$ cat src/hdl/exu_pkg.sv
`default_nettype none

package exu_pkg;

    // #########################################################################
    // Widths
    // #########################################################################

    typedef logic [31:0] xlen_t;     // Data word or program counter.
    typedef logic [3:0]  reg_idx_t;  // RV32E has sixteen registers.
    typedef logic [11:0] csr_addr_t;

    // #########################################################################
    // Operation encodings
    // #########################################################################

    typedef enum logic [3:0] {
        alu_add,
        alu_sub,
        alu_and,
        alu_or,
        alu_xor,
        alu_sll,
        alu_srl,
        alu_sra,
        alu_slt,
        alu_sltu,
        alu_pass_b  // Operand b straight through, for lui.
    } alu_op_t;

    typedef enum logic [2:0] {
        br_never,
        br_always,
        br_eq,
        br_ne,
        br_lt,
        br_ge,
        br_ltu,
        br_geu
    } br_cond_t;

    typedef enum logic [1:0] {
        csr_none,
        csr_rw,
        csr_rs
    } csr_op_t;

    // Only these three CSRs are writable.
    localparam csr_addr_t csr_mstatus = 12'h300;
    localparam csr_addr_t csr_mtvec   = 12'h305;
    localparam csr_addr_t csr_mepc    = 12'h341;

endpackage

`default_nettype wire

$ cat src/hdl/exu_alu.sv
`timescale 1ns/1ns
`default_nettype none

module exu_alu (
    input  exu_pkg::alu_op_t  alu_op,
    input  exu_pkg::br_cond_t br_cond,
    input  exu_pkg::xlen_t    a,
    input  exu_pkg::xlen_t    b,
    input  exu_pkg::xlen_t    cmp_a,
    input  exu_pkg::xlen_t    cmp_b,
    output exu_pkg::xlen_t    result,
    output logic              taken
);
    import exu_pkg::*;

    logic [4:0] shamt;
    logic       cmp_eq;
    logic       cmp_lt;
    logic       cmp_ltu;

    assign shamt = b[4:0];  // Only the low five bits count for RV32.

    // The branch compare always sees the register operands, never pc or imm.
    assign cmp_eq  = (cmp_a == cmp_b);
    assign cmp_lt  = ($signed(cmp_a) < $signed(cmp_b));
    assign cmp_ltu = (cmp_a < cmp_b);

    always_comb begin
        case (alu_op)
            alu_add:    result = a + b;
            alu_sub:    result = a - b;
            alu_and:    result = a & b;
            alu_or:     result = a | b;
            alu_xor:    result = a ^ b;
            alu_sll:    result = a << shamt;
            alu_srl:    result = a >> shamt;
            alu_sra:    result = xlen_t'($signed(a) >>> shamt);
            alu_slt:    result = {31'b0, $signed(a) < $signed(b)};
            alu_sltu:   result = {31'b0, a < b};
            alu_pass_b: result = b;
            default:    result = '0;
        endcase
    end

    always_comb begin
        case (br_cond)
            br_never:  taken = 1'b0;
            br_always: taken = 1'b1;  // Jumps take this one.
            br_eq:     taken = cmp_eq;
            br_ne:     taken = !cmp_eq;
            br_lt:     taken = cmp_lt;
            br_ge:     taken = !cmp_lt;
            br_ltu:    taken = cmp_ltu;
            br_geu:    taken = !cmp_ltu;
            default:   taken = 1'b0;
        endcase
    end

endmodule

`default_nettype wire

$ cat src/hdl/exu_bypass.sv
`timescale 1ns/1ns
`default_nettype none

module exu_bypass #(
    parameter int bypass_depth = 4
) (
    input  logic                clk,
    input  logic                rst,
    input  exu_pkg::reg_idx_t   rs1,
    input  exu_pkg::reg_idx_t   rs2,
    input  exu_pkg::xlen_t      rs1_data,
    input  exu_pkg::xlen_t      rs2_data,
    input  logic                push,
    input  exu_pkg::reg_idx_t   push_rd,
    input  exu_pkg::xlen_t      push_data,
    input  logic                push_is_load,
    input  logic                load_done,
    input  exu_pkg::xlen_t      load_data,
    output exu_pkg::xlen_t      src1,
    output exu_pkg::xlen_t      src2,
    output logic                wait_load
);
    import exu_pkg::*;

    // Entry 0 is the youngest write.
    reg_idx_t hist_rd     [bypass_depth];
    xlen_t    hist_data   [bypass_depth];
    logic     hist_load   [bypass_depth];
    xlen_t    filled_data [bypass_depth];
    logic     wait1;
    logic     wait2;

    // A returning load fills every entry that still waits for it.
    always_comb begin
        for (int i = 0; i < bypass_depth; i++) begin
            filled_data[i] = (load_done && hist_load[i]) ? load_data : hist_data[i];
        end
    end

    // Walk from oldest to youngest so the youngest match wins.
    always_comb begin
        src1  = rs1_data;
        src2  = rs2_data;
        wait1 = 1'b0;
        wait2 = 1'b0;
        for (int i = bypass_depth - 1; i >= 0; i--) begin
            if (rs1 != '0 && hist_rd[i] == rs1) begin
                src1  = hist_data[i];
                wait1 = hist_load[i];
            end
            if (rs2 != '0 && hist_rd[i] == rs2) begin
                src2  = hist_data[i];
                wait2 = hist_load[i];
            end
        end
    end

    assign wait_load = wait1 | wait2;

    // #########################################################################
    // History update
    // #########################################################################

    always_ff @(posedge clk or posedge rst) begin
        if (rst) begin
            for (int i = 0; i < bypass_depth; i++) begin
                hist_rd[i]   <= '0;
                hist_load[i] <= 1'b0;
            end
        end else if (push) begin
            hist_rd[0]   <= push_rd;
            hist_load[0] <= push_is_load;
            for (int i = 1; i < bypass_depth; i++) begin
                hist_rd[i]   <= hist_rd[i - 1];
                hist_load[i] <= hist_load[i - 1] & !load_done;
            end
        end else if (load_done) begin
            for (int i = 0; i < bypass_depth; i++) begin
                hist_load[i] <= 1'b0;
            end
        end
    end

    always_ff @(posedge clk) begin
        if (push) begin
            hist_data[0] <= push_data;
            for (int i = 1; i < bypass_depth; i++) begin
                hist_data[i] <= filled_data[i - 1];
            end
        end else begin
            for (int i = 0; i < bypass_depth; i++) begin
                hist_data[i] <= filled_data[i];
            end
        end
    end

endmodule

`default_nettype wire

$ cat src/hdl/exu_redirect.sv
`timescale 1ns/1ns
`default_nettype none

module exu_redirect (
    input  logic            clk,
    input  logic            rst,
    input  logic            accept,
    input  logic            target_valid,
    input  exu_pkg::xlen_t  target,
    input  exu_pkg::xlen_t  seq_pc,
    input  logic            pc_update,
    output logic            redirect_valid,
    output exu_pkg::xlen_t  redirect_pc
);

    logic capture;

    // A jump to the next sequential pc needs no redirect.
    // While one is pending the instruction is squashed and cannot redirect.
    assign capture = accept && target_valid && (target != seq_pc) && !redirect_valid;

    always_ff @(posedge clk or posedge rst) begin
        if (rst) begin
            redirect_valid <= 1'b0;
        end else if (redirect_valid) begin
            if (pc_update) begin
                redirect_valid <= 1'b0;  // Fetch has taken the new pc.
            end
        end else if (capture) begin
            redirect_valid <= 1'b1;
        end
    end

    always_ff @(posedge clk) begin
        if (capture) begin
            redirect_pc <= target;
        end
    end

endmodule

`default_nettype wire

$ cat src/hdl/exu_stage.sv
`timescale 1ns/1ns
`default_nettype none

module exu_stage #(
    parameter int bypass_depth = 4
) (
    input  logic                clk,
    input  logic                rst,
    input  logic                in_valid,
    output logic                in_ready,
    input  exu_pkg::xlen_t      pc,
    input  exu_pkg::xlen_t      imm,
    input  exu_pkg::reg_idx_t   rd,
    input  exu_pkg::reg_idx_t   rs1,
    input  exu_pkg::reg_idx_t   rs2,
    input  exu_pkg::xlen_t      rs1_data,
    input  exu_pkg::xlen_t      rs2_data,
    input  logic                gpr_we,
    input  logic                is_load,
    input  logic                src1_is_pc,
    input  logic                src2_is_imm,
    input  exu_pkg::alu_op_t    alu_op,
    input  exu_pkg::br_cond_t   br_cond,
    input  logic                is_jump,
    input  logic                ecall,
    input  logic                mret,
    input  exu_pkg::csr_op_t    csr_op,
    input  exu_pkg::xlen_t      csr_data,
    input  logic                out_ready,
    output logic                out_valid,
    output exu_pkg::xlen_t      out_pc,
    output exu_pkg::reg_idx_t   out_rd,
    output logic                out_gpr_we,
    output logic                out_is_load,
    output exu_pkg::xlen_t      out_result,
    output exu_pkg::xlen_t      out_store_data,
    output exu_pkg::xlen_t      out_csr_wdata,
    output logic                out_mstatus_we,
    output logic                out_mtvec_we,
    output logic                out_mepc_we,
    input  logic                load_done,
    input  exu_pkg::xlen_t      load_data,
    input  logic                pc_update,
    output logic                redirect_valid,
    output exu_pkg::xlen_t      redirect_pc
);
    import exu_pkg::*;

    xlen_t     src1, src2, alu_a, alu_b, alu_result, seq_pc;
    xlen_t     wb_value, csr_wdata, next_pc;
    csr_addr_t csr_addr;
    logic      taken, wait_load, accept, push, is_csr, link, target_valid;

    assign in_ready = out_ready & !wait_load;
    assign accept   = in_valid & in_ready;
    assign push     = accept & !redirect_valid & gpr_we;  // Squashed writes never enter.

    assign alu_a  = src1_is_pc ? pc : src1;
    assign alu_b  = src2_is_imm ? imm : src2;
    assign seq_pc = pc + 32'd4;

    assign is_csr   = (csr_op != csr_none);
    assign link     = is_jump | taken;
    assign wb_value = is_csr ? csr_data : (link ? seq_pc : alu_result);

    assign csr_addr  = imm[11:0];
    assign csr_wdata = (csr_op == csr_rw) ? src1 :
                       (csr_op == csr_rs) ? (src1 | csr_data) : '0;

    // Traps take their target from the CSR file, branches from the ALU.
    assign target_valid = ecall | mret | link;
    assign next_pc      = (ecall | mret) ? csr_data : alu_result;

    exu_bypass #(
        .bypass_depth (bypass_depth)
    ) exu_bypass_inst (
        .clk, .rst, .rs1, .rs2, .rs1_data, .rs2_data, .push,
        .push_rd      (rd),
        .push_data    (wb_value),
        .push_is_load (is_load),
        .load_done, .load_data, .src1, .src2, .wait_load
    );

    exu_alu exu_alu_inst (
        .alu_op, .br_cond,
        .a      (alu_a),
        .b      (alu_b),
        .cmp_a  (src1),
        .cmp_b  (src2),
        .result (alu_result),
        .taken
    );

    exu_redirect exu_redirect_inst (
        .clk, .rst, .accept, .target_valid,
        .target (next_pc),
        .seq_pc, .pc_update, .redirect_valid, .redirect_pc
    );

    // #########################################################################
    // Output register
    // #########################################################################

    always_ff @(posedge clk or posedge rst) begin
        if (rst) begin
            out_valid      <= 1'b0;
            out_gpr_we     <= 1'b0;
            out_is_load    <= 1'b0;
            out_mstatus_we <= 1'b0;
            out_mtvec_we   <= 1'b0;
            out_mepc_we    <= 1'b0;
        end else if (out_ready) begin
            out_valid <= accept & !redirect_valid;
            if (accept) begin
                out_gpr_we     <= gpr_we;
                out_is_load    <= is_load;
                out_mstatus_we <= is_csr && (csr_addr == csr_mstatus);
                out_mtvec_we   <= is_csr && (csr_addr == csr_mtvec);
                out_mepc_we    <= is_csr && (csr_addr == csr_mepc);
            end
        end
    end

    always_ff @(posedge clk) begin
        if (accept) begin
            out_pc         <= pc;
            out_rd         <= rd;
            out_result     <= wb_value;
            out_store_data <= src2;
            out_csr_wdata  <= csr_wdata;
        end
    end

endmodule

`default_nettype wire

$ cat config.mk
export PLATFORM = sky130hd
export DESIGN_NAME = exu_stage
export DESIGN_NICKNAME = d
export VERILOG_FILES = /design/src/hdl/exu_pkg.sv /design/src/hdl/exu_alu.sv /design/src/hdl/exu_bypass.sv /design/src/hdl/exu_redirect.sv /design/src/hdl/exu_stage.sv
export SDC_FILE = /design/constraint.sdc
export NUM_CORES = 1
export LEC_CHECK = 0
export BUFFER_PORTS_ARGS = -buffer_cell sky130_fd_sc_hd__buf_2
export CAP_MARGIN = 0
export CELL_PAD_IN_SITES_DETAIL_PLACEMENT = 0
export CELL_PAD_IN_SITES_GLOBAL_PLACEMENT = 2
export CORE_MARGIN = 2
export CORE_UTILIZATION = 25
export DETAILED_ROUTE_END_ITERATION = 8
export PLACE_DENSITY = 0.64
export SLEW_MARGIN = 15
export SYNTH_ARGS = -nofsm -noshare
export SYNTH_HDL_FRONTEND = slang
export SYNTH_HIERARCHICAL = 1
export SYNTH_SLANG_ARGS = --single-unit
$ cat constraint.sdc
create_clock -name clk -period 24.1 [get_ports clk]
set_input_delay 4.82 -clock clk [delete_from_list [all_inputs] [get_ports clk]]
set_output_delay 4.82 -clock clk [all_outputs]
set_load 0.01 [all_outputs]
==> flow_summary.yaml <==
power_and_ir_drop:
  cellLeakagePower_uw: 0.0134
  p_seq_share_pct: 19.9
  p_sw_uw: 2340
  power_report.internal_total_uw: 2170
  share_clk_of_total_power_pct: 16.4
  comb_power_share_pct: 63.7
  power.switching_fraction_pct: 51.9
  cellPowerDensity_nw_per_um2: 136
  design_power_total_uw: 4510
  ir_drop_mv: 0.0526
sta:
  finalSetupTns_ns: 0
  drv_slew: 0
  setup-violations-final: 0
  setup_repair_after_global_routing_missed_its_margin: "no"
  final.min_clock_period_ns: 13.09
  relSlewSlack_pct: 9.78
  peak_clock_frequency_supported_by_timing_mhz: 76.4
  fin_hold_viols: 0
  hold_slack_ns: 0.473
  timing.clock.skew_ns: 0.0443
  worst-slew-pin-transition_ns: 1.34
  final_min_period_over_clock_period_pct: 54.3
setup_path:
  critical_path_arrival_ns: 13.40
  timing.setup.critical_path_class: "primary input to flip-flop"
  rr_endpoint: "exu_redirect_inst/redirect_pc[25]"
  cpLargestDelayFamily: "compound AO/OA/AOI/OAI gates"
  critPathRequiredTime_ns: 24.41
  start_kind: "primary input"
  reg2regPathDepth: 26
  reg2reg_slack_ns: 15.13
  crit_path_end_kind: "flip-flop"
  critPathMostFrequentCell: "buf_4"
  critical_path.max_fanout: 48
  critPathLaunch: "rs2[0]"
  critical-path-max-stage-delay_ns: 0.64
  cpMaxStageDelayCell: "buf_4"
  critical_path.reg2reg.startpoint: "exu_bypass_inst/hist_rd[2]"
  path_buf_inv: 6
yosys:
  synth-edff-count: 196
  syn-mean-instance-area_um2: 9.15
  yosysSeqAreaShare_pct: 30.2
  async_reset_ff_share_pct: 8.46
  ys_types: 105
  synth.cells.most_frequent: "nor2_1, inv_1, edfxtp_1, nand2_1, o21ai_0"
  synth.cell_area_um2: 28100
  synth.net_count: 3431
  synth_area_leaders: "edfxtp_1, dfxtp_1, mux2i_1"
  yosys.cell_count.top_type: "nor2_1"
  synth_largest_type_area_fraction_pct: 20.9
  synth_top_area_cell: "edfxtp_1"
  synth_top_flop_cell: "edfxtp_1"
  post_synthesis_cells: 3073
  ys_warnings: 6
  postSynthRegisterBits: 319
final_layout:
  syn_to_final_growth_pct: 17.5
  nets: 3707
  post_route_cells_drive_above_1_share_pct: 27.5
  nFillCells: 12100
  post_layout_nonfiller_instances: 4889
  seq_area_um2: 8480
  multi_input_comb_area_um2: 17800
clock_tree:
  post_cts_buffers: 0
  worst_skew_pair.late_latency_ns: 0.64
  clock_tree_from_tritoncts: "yes"
  clk_pin_slew_ns: 0.05
  cts_made_buffers: 44
  clock_sinks: 319
  cts_root_buffer: "clkbuf_16"
  hold_buffers: 0
  cts_max_path_buffers: 3
  post_cts.resized_instances: 0
  cts_max_level: 2
global_route:
  grt_most_used_layer: "met2"
  grt_pass1_wl_um: 213000
  grt_pass1_vias: 26100
  met2_usage_pct: 40.6
  globalRouteMet3Util_pct: 5.54
  initial_antenna_violation_count: 12
  gr-usage-met1_pct: 34.5
  grt_overflow: 0
  grt_use_total_pct: 25.8
  pin_count_of_the_biggest_net_entering_global_routing: 71
flow_run:
  drv.max_cap_violation_count: 0
drt:
  detail_route.first_pass.iterations: 6
  final_antenna_net_count: 0
  routed-via-count: 27200
  drcViolationCount: 0
  detail_route.wl_per_cell_um: 31.6
  viasPerCell: 5.57
  drt_wl_total_um: 155000
  detailedRoute.firstIterationViolations: 2897
hold_path:
  whs_endpoint: "out_is_load"
  hp-start: "out_is_load"
  hold_depth: 2
  min-delay-path-class: "flip-flop to flip-flop"
placed_design:
  dpl.hpwl_um: 119000
  gp_congestion: 0.939
  placedCellCount: 4803
  portBuffers: 397
floorplanning:
  placement_rows: 123
  die_height_um: 339
  die_w_um: 339
  coreArea_um2: 112000
  die_footprint_um2: 115000
  floorplan.initialDensity_pct: 25.1
  total_i_o_pin_count: 398
outcome:
  run_status: "complete, no violations"
==> how the worst max path moves through the flow <==
| stage | cells past startpoint | endpoint |
|---|---|---|
| 2_1_floorplan | 28 | exu_redirect_inst/redirect_pc[0] |
| 3_3_place_gp | 28 | exu_redirect_inst/redirect_pc[8] |
| 3_5_place_dp | 28 | exu_redirect_inst/redirect_pc[8] |
| 4_1_cts | 28 | exu_redirect_inst/redirect_pc[17] |
| 5_1_grt | 28 | exu_redirect_inst/redirect_pc[25] |
| 6_report | 28 | exu_redirect_inst/redirect_pc[25] |
==> layout make-up <==
type                       count  share of cell area [%]
multi-input combinational   2309                    53.8
sequential                   319                    25.7
timing repair buffer         466                    7.58
tap                         1500                    5.68
clock buffer                  54                    3.57
inverter                     209                    2.39
clock inverter                28                    1.25
antenna                        4                  0.0303
==> stage by stage <==
step | setup WS [ns] | util (%) | area (µm²)
floorplan | 11.31 | - | 28100
global placement | 10.63 | 28.1 | 31400
detailed placement | 10.49 | 28.1 | 31400
CTS | 11.11 | 29.5 | 33000
global route | 10.54 | 29.5 | 33000
finish | 11.01 | 29.5 | 33000
==> layer usage <==
metal / part of all wire [%] / up-vias
met5: 0.019 / -
met4: 4.3 / 4
met3: 8.4 / 234
met2: 45 / 1305
met1: 43 / 13700
li1: - / 12000
==> power groups by stage <==
stage	Sequential, µW	Clock (µW)	Combinational [µW]
6_report	896	737	2870
3_3_place_gp	906	0	2830
3_5_place_dp	902	0	2810
5_1_grt	914	771	3040
2_1_floorplan	881	0	1780
4_1_cts	894	753	2820
==> registers in the layout, summed over array words and instances (netlist names) <==
name / cells
exu_redirect_inst/redirect_valid: 1
out_is_load: 1
out_rd: 4
out_mtvec_we: 1
exu_bypass_inst/hist_rd: 16
out_store_data: 32
exu_bypass_inst/hist_load: 4
out_csr_wdata: 32
exu_redirect_inst/redirect_pc: 32
exu_bypass_inst/hist_data: 128
out_pc: 32
out_mstatus_we: 1
out_valid: 1
out_gpr_we: 1
out_mepc_we: 1
out_result: 32
==> logic make-up after synthesis <==
group,after synthesis,share of synthesized area [%]
flip-flops,319,30.2
AND/OR/NAND/NOR,847,14.3
buffers and inverters,445,6.91
adder cells (fa/ha/maj),132,5.93
AO/OA/AOI/OAI,842,22.6
multiplexers,375,16.5
XOR/XNOR,113,3.52
==> placed cells by master, fill, tap and decap left out, types with 96 or more instances in the layout <==
master and n:
buf_2 397, mux2_2 147, edfxtp_1 196, nor3_1 107
a21oi_1 159, nand2_1 192, o21ai_0 169, dfxtp_1 96
nor2_1 266, mux2i_1 168, inv_1 202, ha_1 130
==> tightest hold or removal path, delay by kind of cell (launching register included) <==
family,cells,cell delay (ns)
flops,1,0.34
simple gates,2,0.10
Power figures use the tool's default switching activity.
